[config.mk]
export PLATFORM = sky130hd
export DESIGN_NAME = ppfifo
export DESIGN_NICKNAME = d
export VERILOG_FILES = /design/src/hw/ppfifo_bank_pkg.sv /design/src/hw/ppfifo_data_pkg.sv /design/src/hw/ppfifo.sv /design/src/hw/ppfifo_bank_drain.sv /design/src/hw/ppfifo_bank_fill.sv /design/src/hw/ppfifo_bank_memory.sv /design/src/hw/ppfifo_read_arbiter.sv
export VERILOG_INCLUDE_DIRS = /design/src /design/src/hw
export SDC_FILE = /design/constraint.sdc
export NUM_CORES = 1
export LEC_CHECK = 0
export CAP_MARGIN = 20
export CORE_ASPECT_RATIO = 1.4
export CORE_MARGIN = 2
export CORE_UTILIZATION = 40
export CTS_CLUSTER_SIZE = 12
export DETAILED_ROUTE_END_ITERATION = 16
export DONT_BUFFER_PORTS = 1
export PLACE_DENSITY = 0.51
export SYNTH_ARGS = -nofsm -noshare
export SYNTH_HDL_FRONTEND = slang
export SYNTH_SLANG_ARGS = --single-unit
[constraint.sdc]
create_clock -name write_clock -period 3.95 [get_ports write_clock]
set_input_delay 0.395 -clock write_clock [delete_from_list [all_inputs] [get_ports write_clock]]
set_output_delay 0.395 -clock write_clock [all_outputs]
set_load 0.005 [all_outputs]
[src/hw/ppfifo_cfg.svh]
//##########################################################################
// Ping-pong FIFO configuration: payload, bank address and count widths
//##########################################################################

`ifndef PPFIFO_CFG_SVH
`define PPFIFO_CFG_SVH

// Bits per payload word
`define PPFIFO_DATA_WIDTH 8

// Address bits inside one bank, 16 words deep
`define PPFIFO_ADDRESS_WIDTH 4

// Word counts are wide enough for any block size the host may report
`define PPFIFO_COUNT_WIDTH 24

`endif

[src/hw/ppfifo_bank_pkg.sv]
//##########################################################################
// Ping-pong FIFO bank bookkeeping types
//##########################################################################

`include "ppfifo_cfg.svh"

package ppfifo_bank_pkg;

  // One of the two banks
  typedef logic bank_sel_t;

  // One flag per bank, bit 0 for bank 0
  typedef logic [1:0] bank_mask_t;

  // Words held in a bank
  typedef logic [`PPFIFO_COUNT_WIDTH-1:0] word_count_t;

  // Word position inside one bank
  typedef logic [`PPFIFO_ADDRESS_WIDTH-1:0] bank_address_t;

endpackage

[src/hw/ppfifo_data_pkg.sv]
//##########################################################################
// Ping-pong FIFO payload and storage address types
//##########################################################################

`include "ppfifo_cfg.svh"

package ppfifo_data_pkg;

  // One payload word
  typedef logic [`PPFIFO_DATA_WIDTH-1:0] data_t;

  // Bank select on top, word position below
  typedef struct packed {
    ppfifo_bank_pkg::bank_sel_t     bank;
    ppfifo_bank_pkg::bank_address_t address;
  } memory_address_t;

endpackage

[src/hw/ppfifo.sv]
//##########################################################################
// Ping-pong FIFO top: write stage, storage, arbiter and read stage
//##########################################################################

`timescale 1ns/1ps

`include "ppfifo_cfg.svh"

module ppfifo
  import ppfifo_bank_pkg::*, ppfifo_data_pkg::*;
(
  input  logic        write_clock,
  input  logic        reset,
  input  bank_mask_t  write_activate,
  input  logic        write_strobe,
  input  data_t       write_data,
  input  logic        read_activate,
  input  logic        read_strobe,
  output bank_mask_t  write_ready,
  output word_count_t write_fifo_size,
  output logic        starved,
  output logic        read_ready,
  output word_count_t read_count,
  output data_t       read_data,
  output logic        inactive
);

  // Fill to arbiter
  bank_mask_t      bank_full;
  bank_mask_t      bank_done;
  word_count_t     full_count0;
  word_count_t     full_count1;

  // Arbiter to drain and back
  logic            offer_valid;
  bank_sel_t       offer_bank;
  word_count_t     offer_count;
  logic            offer_taken;
  logic            bank_released;
  bank_sel_t       release_bank;

  // Storage ports
  logic            write_enable;
  memory_address_t write_address;
  memory_address_t read_address;
  data_t           memory_data;

  // Depth of one bank
  assign write_fifo_size = word_count_t'(1 << `PPFIFO_ADDRESS_WIDTH);

  ppfifo_bank_fill u_bank_fill (
    .write_clock    (write_clock),
    .reset          (reset),
    .write_activate (write_activate),
    .write_strobe   (write_strobe),
    .bank_done      (bank_done),
    .write_ready    (write_ready),
    .bank_full      (bank_full),
    .full_count0    (full_count0),
    .full_count1    (full_count1),
    .write_enable   (write_enable),
    .write_address  (write_address),
    .inactive       (inactive)
  );

  ppfifo_bank_memory u_bank_memory (
    .write_clock   (write_clock),
    .write_enable  (write_enable),
    .write_address (write_address),
    .write_data    (write_data),
    .read_address  (read_address),
    .memory_data   (memory_data)
  );

  ppfifo_read_arbiter u_read_arbiter (
    .write_clock   (write_clock),
    .reset         (reset),
    .bank_full     (bank_full),
    .full_count0   (full_count0),
    .full_count1   (full_count1),
    .offer_taken   (offer_taken),
    .bank_released (bank_released),
    .release_bank  (release_bank),
    .bank_done     (bank_done),
    .offer_valid   (offer_valid),
    .offer_bank    (offer_bank),
    .offer_count   (offer_count)
  );

  ppfifo_bank_drain u_bank_drain (
    .write_clock   (write_clock),
    .reset         (reset),
    .offer_valid   (offer_valid),
    .offer_bank    (offer_bank),
    .offer_count   (offer_count),
    .memory_data   (memory_data),
    .read_activate (read_activate),
    .read_strobe   (read_strobe),
    .offer_taken   (offer_taken),
    .bank_released (bank_released),
    .release_bank  (release_bank),
    .read_address  (read_address),
    .read_ready    (read_ready),
    .read_count    (read_count),
    .read_data     (read_data),
    .starved       (starved)
  );

endmodule

[src/hw/ppfifo_bank_drain.sv]
//##########################################################################
// Ping-pong FIFO read stage: takes an offered bank, prefetches word 0 and
// steps through the block on read strobes
//##########################################################################

`timescale 1ns/1ps

module ppfifo_bank_drain
  import ppfifo_bank_pkg::*, ppfifo_data_pkg::*;
(
  input  logic            write_clock,
  input  logic            reset,
  input  logic            offer_valid,
  input  bank_sel_t       offer_bank,
  input  word_count_t     offer_count,
  input  data_t           memory_data,
  input  logic            read_activate,
  input  logic            read_strobe,
  output logic            offer_taken,
  output logic            bank_released,
  output bank_sel_t       release_bank,
  output memory_address_t read_address,
  output logic            read_ready,
  output word_count_t     read_count,
  output data_t           read_data,
  output logic            starved
);

  typedef enum logic [1:0] {
    drain_idle,
    drain_fetch,
    drain_ready,
    drain_active
  } drain_state_t;

  drain_state_t  state;
  bank_sel_t     read_bank;
  bank_address_t read_position;
  bank_address_t next_position;
  word_count_t   words_taken;
  logic          strobe_accepted;

  // Take a block only while the reader is not activated
  assign offer_taken = (state == drain_idle) && offer_valid && !read_activate;

  // Strobes past the end of the block do nothing
  assign strobe_accepted = read_activate && read_strobe &&
                           ((state == drain_ready) || (state == drain_active)) &&
                           (words_taken < read_count);

  // Look one word ahead on a strobe so the next word shows a cycle later
  assign next_position = strobe_accepted ? read_position + 1'b1 : read_position;
  assign read_address  = {read_bank, next_position};

  // Memory output register holds the current word between strobes
  assign read_data = memory_data;

  assign read_ready = (state == drain_ready);

  // Reader let go of the bank
  assign bank_released = (state == drain_active) && !read_activate;
  assign release_bank  = read_bank;

  always_ff @(posedge write_clock) begin
    if (reset) begin
      state         <= drain_idle;
      read_bank     <= 1'b0;
      read_position <= '0;
      words_taken   <= '0;
      read_count    <= '0;
      starved       <= 1'b0;
    end else begin
      // Nothing offered and nobody reading
      starved       <= !read_ready && !read_activate;
      read_position <= next_position;
      if (strobe_accepted) begin
        words_taken <= words_taken + 1'b1;
      end

      case (state)
        drain_idle: begin
          if (offer_taken) begin
            read_bank     <= offer_bank;
            read_count    <= offer_count;
            read_position <= '0;
            words_taken   <= '0;
            state         <= drain_fetch;
          end
        end
        // Word 0 address is on the memory, data lands at this edge
        drain_fetch: begin
          state <= drain_ready;
        end
        drain_ready: begin
          if (read_activate) begin
            state <= drain_active;
          end
        end
        drain_active: begin
          if (!read_activate) begin
            read_count <= '0;
            state      <= drain_idle;
          end
        end
        default: begin
          state <= drain_idle;
        end
      endcase
    end
  end

endmodule

[src/hw/ppfifo_bank_fill.sv]
//##########################################################################
// Ping-pong FIFO write stage: bank ownership, word counts and handoff
//##########################################################################

`timescale 1ns/1ps

`include "ppfifo_cfg.svh"

module ppfifo_bank_fill
  import ppfifo_bank_pkg::*, ppfifo_data_pkg::*;
(
  input  logic            write_clock,
  input  logic            reset,
  input  bank_mask_t      write_activate,
  input  logic            write_strobe,
  input  bank_mask_t      bank_done,
  output bank_mask_t      write_ready,
  output bank_mask_t      bank_full,
  output word_count_t     full_count0,
  output word_count_t     full_count1,
  output logic            write_enable,
  output memory_address_t write_address,
  output logic            inactive
);

  localparam word_count_t bank_words = word_count_t'(1 << `PPFIFO_ADDRESS_WIDTH);

  word_count_t   bank_count [2];
  bank_sel_t     fill_bank;
  bank_address_t fill_address;
  logic          bank_has_room;

  // Only activate 10 selects bank 1, anything else writes bank 0
  assign fill_bank = (write_activate == 2'b10);

  // Next free slot is the low bits of the bank's count
  assign fill_address = bank_address_t'(bank_count[fill_bank]);

  // A full bank ignores further strobes
  assign bank_has_room = (bank_count[fill_bank] < bank_words);

  assign write_enable  = (write_activate != 2'b00) && write_strobe && bank_has_room;
  assign write_address = {fill_bank, fill_address};

  assign full_count0 = bank_count[0];
  assign full_count1 = bank_count[1];

  // Nothing stored, nothing owned, nothing arriving
  assign inactive = (bank_count[0] == '0) &&
                    (bank_count[1] == '0) &&
                    (write_ready == 2'b11) &&
                    !write_strobe;

  always_ff @(posedge write_clock) begin
    if (reset) begin
      write_ready   <= 2'b00;
      bank_full     <= 2'b00;
      bank_count[0] <= '0;
      bank_count[1] <= '0;
    end else begin
      // Count each accepted word in the bank being filled
      if (write_enable) begin
        bank_count[fill_bank] <= bank_count[fill_bank] + 1'b1;
      end

      for (int b = 0; b < 2; b++) begin
        // Writer owns the bank once the first word lands
        if (write_enable && (fill_bank == bank_sel_t'(b))) begin
          write_ready[b] <= 1'b0;
        end

        // Idle, empty and handed back by the reader
        if (!write_activate[b] && (bank_count[b] == '0) && bank_done[b]) begin
          write_ready[b] <= 1'b1;
        end

        // Activation dropped with data inside, offer the block
        if (!write_activate[b] && (bank_count[b] != '0)) begin
          bank_full[b] <= 1'b1;
        end

        // Reader captured the block, so the count is no longer needed
        if (!bank_done[b]) begin
          bank_full[b]  <= 1'b0;
          bank_count[b] <= '0;
        end
      end
    end
  end

endmodule

[src/hw/ppfifo_bank_memory.sv]
//##########################################################################
// Ping-pong FIFO storage: two banks, one write port, registered read port
//##########################################################################

`timescale 1ns/1ps

`include "ppfifo_cfg.svh"

module ppfifo_bank_memory
  import ppfifo_data_pkg::*;
(
  input  logic            write_clock,
  input  logic            write_enable,
  input  memory_address_t write_address,
  input  data_t           write_data,
  input  memory_address_t read_address,
  output data_t           memory_data
);

  // Both banks side by side, bank select is the top address bit
  localparam int total_words = 2 << `PPFIFO_ADDRESS_WIDTH;

  data_t storage [total_words];

  always_ff @(posedge write_clock) begin
    if (write_enable) begin
      storage[write_address] <= write_data;
    end
    // Data appears one cycle after its address
    memory_data <= storage[read_address];
  end

endmodule

[src/hw/ppfifo_read_arbiter.sv]
//##########################################################################
// Ping-pong FIFO arbiter: captures filled banks and offers one to the
// reader, alternating when both are waiting
//##########################################################################

`timescale 1ns/1ps

module ppfifo_read_arbiter
  import ppfifo_bank_pkg::*;
(
  input  logic        write_clock,
  input  logic        reset,
  input  bank_mask_t  bank_full,
  input  word_count_t full_count0,
  input  word_count_t full_count1,
  input  logic        offer_taken,
  input  logic        bank_released,
  input  bank_sel_t   release_bank,
  output bank_mask_t  bank_done,
  output logic        offer_valid,
  output bank_sel_t   offer_bank,
  output word_count_t offer_count
);

  word_count_t full_count [2];
  word_count_t bank_count [2];
  bank_mask_t  bank_ready;
  bank_mask_t  bank_capture;
  bank_sel_t   next_choice;

  assign full_count[0] = full_count0;
  assign full_count[1] = full_count1;

  // New block from the writer that is not yet owned by the read side
  assign bank_capture = bank_full & bank_done;

  // Some bank is waiting for the reader
  assign offer_valid = (bank_ready != 2'b00);

  always_comb begin
    // Both waiting, take turns
    if (bank_ready == 2'b11) begin
      offer_bank = next_choice;
    end else begin
      // Single waiting bank, bank 1 only if it alone is set
      offer_bank = bank_ready[1];
    end
  end

  assign offer_count = bank_count[offer_bank];

  // Block sizes latched at capture
  always_ff @(posedge write_clock) begin
    for (int b = 0; b < 2; b++) begin
      if (bank_capture[b]) begin
        bank_count[b] <= full_count[b];
      end
    end
  end

  always_ff @(posedge write_clock) begin
    if (reset) begin
      bank_done   <= 2'b11;
      bank_ready  <= 2'b00;
      next_choice <= 1'b0;
    end else begin
      // Reader owns the offered bank now, the other one goes next
      if (offer_taken) begin
        bank_ready[offer_bank] <= 1'b0;
        next_choice            <= ~offer_bank;
      end

      // Lowering done tells the writer the count was taken
      for (int b = 0; b < 2; b++) begin
        if (bank_capture[b]) begin
          bank_ready[b] <= 1'b1;
          bank_done[b]  <= 1'b0;
        end
      end

      // Bank drained, hand it back to the writer
      if (bank_released) begin
        bank_done[release_bank] <= 1'b1;
      end
    end
  end

endmodule

After elaboration in Yosys (flattened, before gate mapping)

Memories as Yosys holds them, arrays and structs flattened. A register that Yosys moved wholly into a read port is not among the register bits.
Cells that the tools add are included.

Add/sub/neg operators: 3
Muxes and demuxes: 48
Magnitude comparators: 6
Reduce and logical (&&, ||, !) cells: 45
Bitwise logic cells: 16
Equal/unequal tests: 11

Operators with widths:

| operator                                                    | number |
|---|---|
| 2-to-1 mux 24 bit                                           | 7 |
| adder 24 x 1 -> 24 bit, second input constant               | 2 |
| zero test 24 bit                                            | 2 |
| case mux 24 bit (2 select lines)                            | 1 |
| nonzero test 24 bit                                         | 2 |
| 2-to-1 mux 1 bit                                            | 29 |
| less-than comparator 24 bit                                 | 1 |
| less-than comparator 24 x 5 -> 1 bit, second input constant | 1 |
| logical AND 1 bit                                           | 22 |
| nonzero test 2 bit                                          | 7 |
| 2-to-1 mux 4 bit                                            | 3 |
| == test 2 bit, second input constant                        | 5 |
| 2-to-1 mux 2 bit                                            | 5 |
| case mux 2 bit (4 select lines)                             | 1 |
| != test 2 bit, second input constant                        | 3 |
| NOT 1 bit                                                   | 6 |
| AND reduction 3 bit                                         | 2 |
| zero test 1 bit                                             | 5 |
| adder 4 x 1 -> 4 bit, second input constant                 | 1 |
| bitwise AND 1 bit                                           | 4 |
| bitwise AND 2 bit                                           | 2 |
| less-than comparator 1 x 2 -> 1 bit, second input constant  | 2 |
| OR reduction 2 bit                                          | 2 |
| demux 1 bit (select 1 bit)                                  | 2 |
| 9 further kinds                                             | 12 |

Memories kept: 3
Register bits after elaboration: 65
RAM bits: 352
Word-level logic and storage cells: 146
Output and inout port bits: 61

Memories:

| name                      | words | bits a word | read ports | clocked after memory_dff | wr ports | line                      | source |
|---|---|---|---|---|---|---|---|
| u_bank_memory.storage     | 32    | 8           | 1          | 1                        | 1        | ppfifo_bank_memory.sv:23  | `data_t storage [total_words];` |
| u_bank_fill.bank_count    | 2     | 24          | 3          | 0                        | 3        | ppfifo_bank_fill.sv:28    | `word_count_t bank_count [2];` |
| u_read_arbiter.bank_count | 2     | 24          | 1          | 0                        | 2        | ppfifo_read_arbiter.sv:26 | `word_count_t bank_count [2];` |

Depth between registers and ports, before layout

Gate-level depths: netlist (run 1).

Depth in word-level cells: 10
Mapped depth: 14

Cells and area by module

Synthesis (run 1) repeated with hierarchy kept, for this count alone.

Cell total of the unflattened synthesis: 1,080
Area, all modules: 17,573.1 µm²

Modules (own cells, without submodules):

| module              | cells each | area each (µm²) | instances |
|---|---|---|---|
| ppfifo_bank_memory  | 417        | 10,053.4        | 1 |
| ppfifo_bank_drain   | 401        | 3,259.4         | 1 |
| ppfifo_read_arbiter | 101        | 2,050.7         | 1 |
| ppfifo_bank_fill    | 135        | 2,021.9         | 1 |
| ppfifo              | 26         | 187.7           | 1 |

Worst setup path before layout (run 1)

Ideal clock, no wire load.

Path type: flip-flop to flip-flop
Start: register u_bank_drain.read_count[9]
End: register u_bank_memory.memory_data[5], read port of u_bank_memory.storage
Required time: 3.888 ns
Cell stages (with the launch flop): 14
Period minus slack after synthesis: 3.174 ns
Buffers on the path: 2
Arrival: 3.112 ns
Slack: 0.776 ns
Setup time: 0.062 ns
Cell sequence: dfxtp_1 > inv_1 > ha_1 > a21o_1 > a221o_1 > a221o_1 > a211oi_4 > mux2i_1 > buf_2 > buf_1 > nand2_1 > a32oi_2 > nand4_1 > nand3_1

Cells in the longest elaborated chain, start to end: 3

Ends and longest elaborated chain:

| what                        | line                     | source |
|---|---|---|
| start: declaration          | ppfifo_bank_drain.sv:24  | `output word_count_t read_count,` |
| start signal: assignment    | ppfifo_bank_drain.sv:84  | `read_count <= offer_count;` |
| less-than comparator 24 bit | ppfifo_bank_drain.sv:49  | `(words_taken < read_count);` |
| logical AND 1 bit           | ppfifo_bank_drain.sv:48  | `((state == drain_ready) \|\| (state == drain_active)) &&` |
| 2-to-1 mux 4 bit            | ppfifo_bank_drain.sv:52  | `assign next_position = strobe_accepted ? read_position + 1'b1 : read_position;` |
| end: declaration            | ppfifo_bank_memory.sv:17 | `output data_t memory_data` |

No other way between the ends.
A chain may end at the register's enable or synchronous reset.

Worst setup path after layout (run 1)

Ends and elaborated chain as after synthesis.

==> results.cfg, run 1 <==
[pwr]
power.density_nw_per_um2 = 496
p_sw_frac = 0.232
p_switching_mw = 2.27
comb_power_share = 0.069
power_leakage_nw = 6.88
ir_drop_mv = 0.341
clock_power_share = 0.409
p_int_mw = 7.51
seq_power_share = 0.522

[worst_setup_path]
cp_max_fo = 13
worstSetupPathType = flip-flop to flip-flop
end_kind = flip-flop
cp.arrival_ps = 4210
cp.required_ps = 4380
start_kind = flip-flop

[yosys]
synth-xor-area-share = 0.0143
yosys-top-cells-area = edfxtp_1, dfxtp_1, nand2_1
synth_top_family_by_area = simple AND/OR/NAND/NOR gates
synth_top_area_frac = 0.615
synthTopCellsByCount = edfxtp_1, nand2_1, nor2_1, nand3_1, dfxtp_1
synth_fa_ha_area_frac = 0.0240
synthFlopType = edfxtp_1
synthMostInstantiatedCell = edfxtp_1
synth_top_area_cell = edfxtp_1
yosysSeqAreaShare = 0.701
syn_area_per_cell_um2 = 12.6
yosysWarnings = 0
async_flop_share = 0
synth_cell_types = 55
synth_compound_area_frac = 0.0541
netlist_area_um2 = 17200
synthMuxAreaShare = 0.0189
ys_ff_latch = 425
synth-edff-count = 352
synth_cells = 1363
synth-simple-area-share = 0.150

[finish]
ff_latch_area_um2 = 12000
drive_above_1_share = 0.0959
nNetsFinal = 1506
stdcell_area_um2 = 19700
synthToLayoutAreaGrowth_pct = 14.7
final.fill_count = 3814
diodes = 0
multi_input_area_um2 = 4780

[timing]
fin_crit_sh = 0.958
hold_viol = 0
finalClockSkew_ps = 34.4
finalSetupViolations = 0
tightest_slew_ps = 1060
period_needed_ps = 3790
whs_ps = 37.6
relSlewSlack = 0.293
max_freq_ghz = 0.264
maxSlewViolCount = 0

[floorplan]
rows = 89
die_w_um = 179
dieArea_um2 = 44600
core_area_um2 = 42300
pin_count = 76
initial_utilization = 0.406
die_h_um = 249

[global_routing]
grt_use_total = 0.199
grt_max_degree = 40
antenna_found_initial = 0
grt_pass1_wl_um = 65700
overflow = 0
grt_pass1_vias = 10700

[hold_path]
hp-class = primary input to flip-flop

[clocking]
cts_root_buffer = clkbuf_16
clock_path_buffers = 3
tritoncts = done
cts.htree.levels = 2
clock_sink_count = 425
postCtsSetupRepairBufs = 0
path_clk_slew_ps = 60
cts_buffers = 45
worstSkewPairLatency_ps = 570

[detailed_routing]
viasPerCell = 5.21
drt_wl_total_um = 44100
firstDrtPassIters = 7
wl_per_cell_um = 21.7
drc = 0
dr.first_iter.drc_count = 770
ant_nets = 0
via_count = 10600

[outcome]
status = finished clean

[placed_design]
globalplace.congestion = 0.879
detailed_place.area_um2 = 18100
dpl.hpwl_um = 29300
portBuffers = 0

[run]
cap_violations = 0
path summary, 6_finish.rpt:
check	from	to	slack, ps	cells past startpoint
worst max-delay path	u_bank_drain.read_count[9]	u_bank_memory.memory_data[5]	160	13
worst min-delay path	read_activate	u_bank_drain.release_bank	40	3
worst max register to register	u_bank_drain.read_count[9]	u_bank_memory.memory_data[5]	160	13
worst min register to register	u_bank_fill.bank_count[1][9]	u_read_arbiter.bank_count[1][9]	450	0
sequential cells by signal, summed over array words and instances, names as in the netlist:
| register | cells |
|---|---|
| u_bank_memory.memory_data | 8 |
| u_bank_memory.storage | 256 |
| u_bank_fill.bank_count | 48 |
| u_read_arbiter.next_choice | 1 |
| u_bank_drain.release_bank | 1 |
| u_bank_fill.bank_full | 2 |
| u_bank_drain.read_count | 24 |
| u_bank_drain.read_position | 4 |
| u_bank_drain.state | 2 |
| u_read_arbiter.bank_done | 2 |
| u_read_arbiter.bank_ready | 2 |
| u_bank_drain.starved | 1 |
| u_bank_fill.write_ready | 2 |
| u_read_arbiter.bank_count | 48 |
| u_bank_drain.words_taken | 24 |
per-layer routing:
metal	track usage	wire length [um]
met3	0.0372	2490
met1	0.228	16700
met4	0.0795	1790
met2	0.359	23200
met5	0	0
metrics by stage:
stage / setup TNS [ps] / util / setup WS (ps) / total power [mW] / std cells
after CTS: 0 / 0.465 / 77.1 / 9.89 / 2037
after global placement: 0 / 0.428 / 104 / 5.79 / 1947
after global routing: -10.3 / 0.466 / -10.3 / 10.1 / 2037
final: 0 / 0.466 / 164 / 9.78 / 2037
after detailed placement: 0 / 0.428 / 89.7 / 5.80 / 1947
after floorplan: 0 / - / 776 / 5.59 / 1423
layout make-up:
class                      count  area share
clock buffer                  70      0.0651
clock inverter                10     0.00476
inverter                      39     0.00743
multi-input combinational    878       0.242
sequential                   425       0.611
tap                          546      0.0347
timing repair buffer          69      0.0350
worst max-delay path: stages (launching register included):
cell and delay [ps]:
dfxtp_1 400, inv_1 70, ha_1 320, a21o_1 160, a221o_1 320, a221o_1 360, a211oi_4 350, buf_4 210
mux2i_2 360, o2bb2ai_4 290, a32oi_1 110, and4_1 250, a31oi_1 310, nand3_1 130
cells by family (layout without fill, tap and decap cells):
kind of cell	count (synthesis)	in the layout
AO/OA/AOI/OAI	139	139
buffers and inverters	120	188
adder cells (fa/ha/maj)	33	33
AND/OR/NAND/NOR	584	584
other	2	62
multiplexers	32	32
flip-flops	425	425
XOR/XNOR	28	28
cells in the final DEF (no fill, tap or decap), types with 29 or more instances in the layout:
| cell type | instances |
|---|---|
| mux2i_1 | 29 |
| conb_1 | 62 |
| buf_4 | 53 |
| nand3_1 | 90 |
| nor2_1 | 106 |
| ha_1 | 33 |
| edfxtp_1 | 352 |
| dfxtp_1 | 73 |
| clkbuf_16 | 47 |
| inv_1 | 39 |
| nand2_1 | 298 |
| a21oi_1 | 59 |
repair_timing:
action                                  in CTS  in global routing
endpoints found under the setup margin       0                  5
gates resized for setup                      0                  7
hold endpoints to repair                   291                  0
hold buffers                                10                  0
power groups by stage:
| stage | logic [mW] | registers (mW) | clock network (mW) |
|---|---|---|---|
| 2_1_floorplan | 0.436 | 5.15 | 0 |
| 3_3_place_gp | 0.597 | 5.20 | 0 |
| 3_5_place_dp | 0.599 | 5.20 | 0 |
| 4_1_cts | 0.684 | 5.10 | 4.10 |
| 5_1_grt | 0.753 | 5.11 | 4.26 |
| 6_report | 0.676 | 5.10 | 4.00 |
No activity file was read; power rests on OpenSTA's default activity.
==> run 2: changes to the inputs <==
- HOLD_SLACK_MARGIN: not set -> 0.05
==> results.cfg, run 2 (synthesized netlist as in run 1, its figures left out) <==
[detailed_routing]
dr.first_iter.drc_count = 766
drc = 0
viasPerCell = 5.20
via_count = 10600
firstDrtPassIters = 7
drt_wl_total_um = 44100
ant_nets = 0
wl_per_cell_um = 21.7

[placed_design]
globalplace.congestion = 0.879
portBuffers = 0
dpl.hpwl_um = 29300
place_ws_ps = 89.7

[outcome]
status = finished clean

[timing]
hold_viol = 0
finalSetupViolations = 0
max_freq_ghz = 0.264
postLayoutSetupSlackWorst_ps = 163
tightest_slew_ps = 1060
tns_ps = 0
fin_crit_sh = 0.959
finalClockSkew_ps = 31.9
relSlewSlack = 0.293
period_needed_ps = 3790
maxSlewViolCount = 0

[floorplan]
die_h_um = 249
core_area_um2 = 42300
pin_count = 76
rows = 89
die_w_um = 179
dieArea_um2 = 44600
initial_utilization = 0.406

[pwr]
p_switching_mw = 2.27
comb_power_share = 0.069
power_leakage_nw = 6.88
clock_power_share = 0.409
power.density_nw_per_um2 = 496
seq_power_share = 0.522
total_power_mw = 9.78
p_sw_frac = 0.232
ir_drop_mv = 0.340
p_int_mw = 7.51

[finish]
top_register = u_bank_memory.storage
final.fill_count = 3814
nNetsFinal = 1506
reg_top3 = u_bank_memory.storage (256), u_bank_fill.bank_count (48), u_read_arbiter.bank_count (48)
final_cell_mix = edfxtp_1, nand2_1, nor2_1, nand3_1, dfxtp_1
diodes = 0
final_common_cell = edfxtp_1
drive_above_1_share = 0.0959
synthToLayoutAreaGrowth_pct = 14.7
largest_register_ff_count = 256

[hold_path]
worstHoldPathCells = 3
hp-class = primary input to flip-flop

[clocking]
clock_sink_count = 425
cts_buffers = 45
cts.htree.levels = 2
cts_root_buffer = clkbuf_16
tritoncts = done
path_clk_slew_ps = 60
clock_path_buffers = 3
worstSkewPairLatency_ps = 570

[global_routing]
grt_pass1_wl_um = 65700
antenna_found_initial = 0
use_met2 = 0.360
grt_use_total = 0.199
use_met3 = 0.0377
grt_max_degree = 40
grt_use_met1 = 0.228
overflow = 0
top_usage_layer = met2
grt_pass1_vias = 10700

[worst_setup_path]
end_kind = flip-flop
cp.arrival_ps = 4210
worstSetupPathType = flip-flop to flip-flop
start_kind = flip-flop
cp_max_fo = 13
r2r_cells = 13
cp.required_ps = 4380

[run]
cap_violations = 0
[run 2: final cells by class]
type                    instances  area, um2  share of cell area
clock buffers                  70       1280              0.0651
clock inverters                10       93.8             0.00476
inverters                      39        146             0.00743
multi-input cells             878       4780               0.242
flip-flops and latches        425      12000               0.611
well taps                     546        683              0.0347
repair buffers                 69        691              0.0350
[run 2: through the flow]
step	hold slack (ps)	util	instances	cell area, um2
6_report	83.5	0.466	2037	19700
5_1_grt	96.9	0.466	2037	19700
4_1_cts	52.0	0.465	2037	19700
3_3_place_gp	432	0.428	1947	18100
3_5_place_dp	434	0.428	1947	18100
2_1_floorplan	427	-	1423	17400
[run 2: timing repair]
item / 4_1_cts / 5_1_grt
setup endpoints to repair: 0 / 5
hold buffers: 10 / 0
gates resized for setup: 0 / 7
setup buffers: 0 / 0
endpoints found under the hold margin: 292 / 0
[run 2: critical path, cell delays in order (launching register included)]
cell and delay [ps]:
dfxtp_1 400, inv_1 70, ha_1 320, a21o_1 160, a221o_1 320, a221o_1 360
a211oi_4 350, buf_4 210, mux2i_2 360, o2bb2ai_4 290, a32oi_1 110, and4_1 250
a31oi_1 320, nand3_1 130
[run 2: path summary, 6_finish.rpt]
kind                                              startpoint                         endpoint  slack [ps]
worst min-delay path                       write_activate[1]       u_bank_fill.write_ready[1]          80
worst max register to register    u_bank_drain.read_count[9]     u_bank_memory.memory_data[5]         160
worst min register to register  u_bank_fill.bank_count[1][9]  u_read_arbiter.bank_count[1][9]         450
worst max-delay path              u_bank_drain.read_count[9]     u_bank_memory.memory_data[5]         160
[run 2: power groups by stage]
stage | combinational, mW | clock (mW) | sequential, mW
global route | 0.753 | 4.26 | 5.11
global placement | 0.597 | 0 | 5.20
finish | 0.677 | 4.00 | 5.10
floorplan | 0.436 | 0 | 5.15
detailed placement | 0.599 | 0 | 5.20
CTS | 0.684 | 4.10 | 5.10
[run 2: layer usage]
metal / vias to the layer above / share of wire
met3: 89 / 0.059
li1: 5018 / -
met2: 299 / 0.53
met5: - / 0
met4: 0 / 0.041
met1: 5184 / 0.37
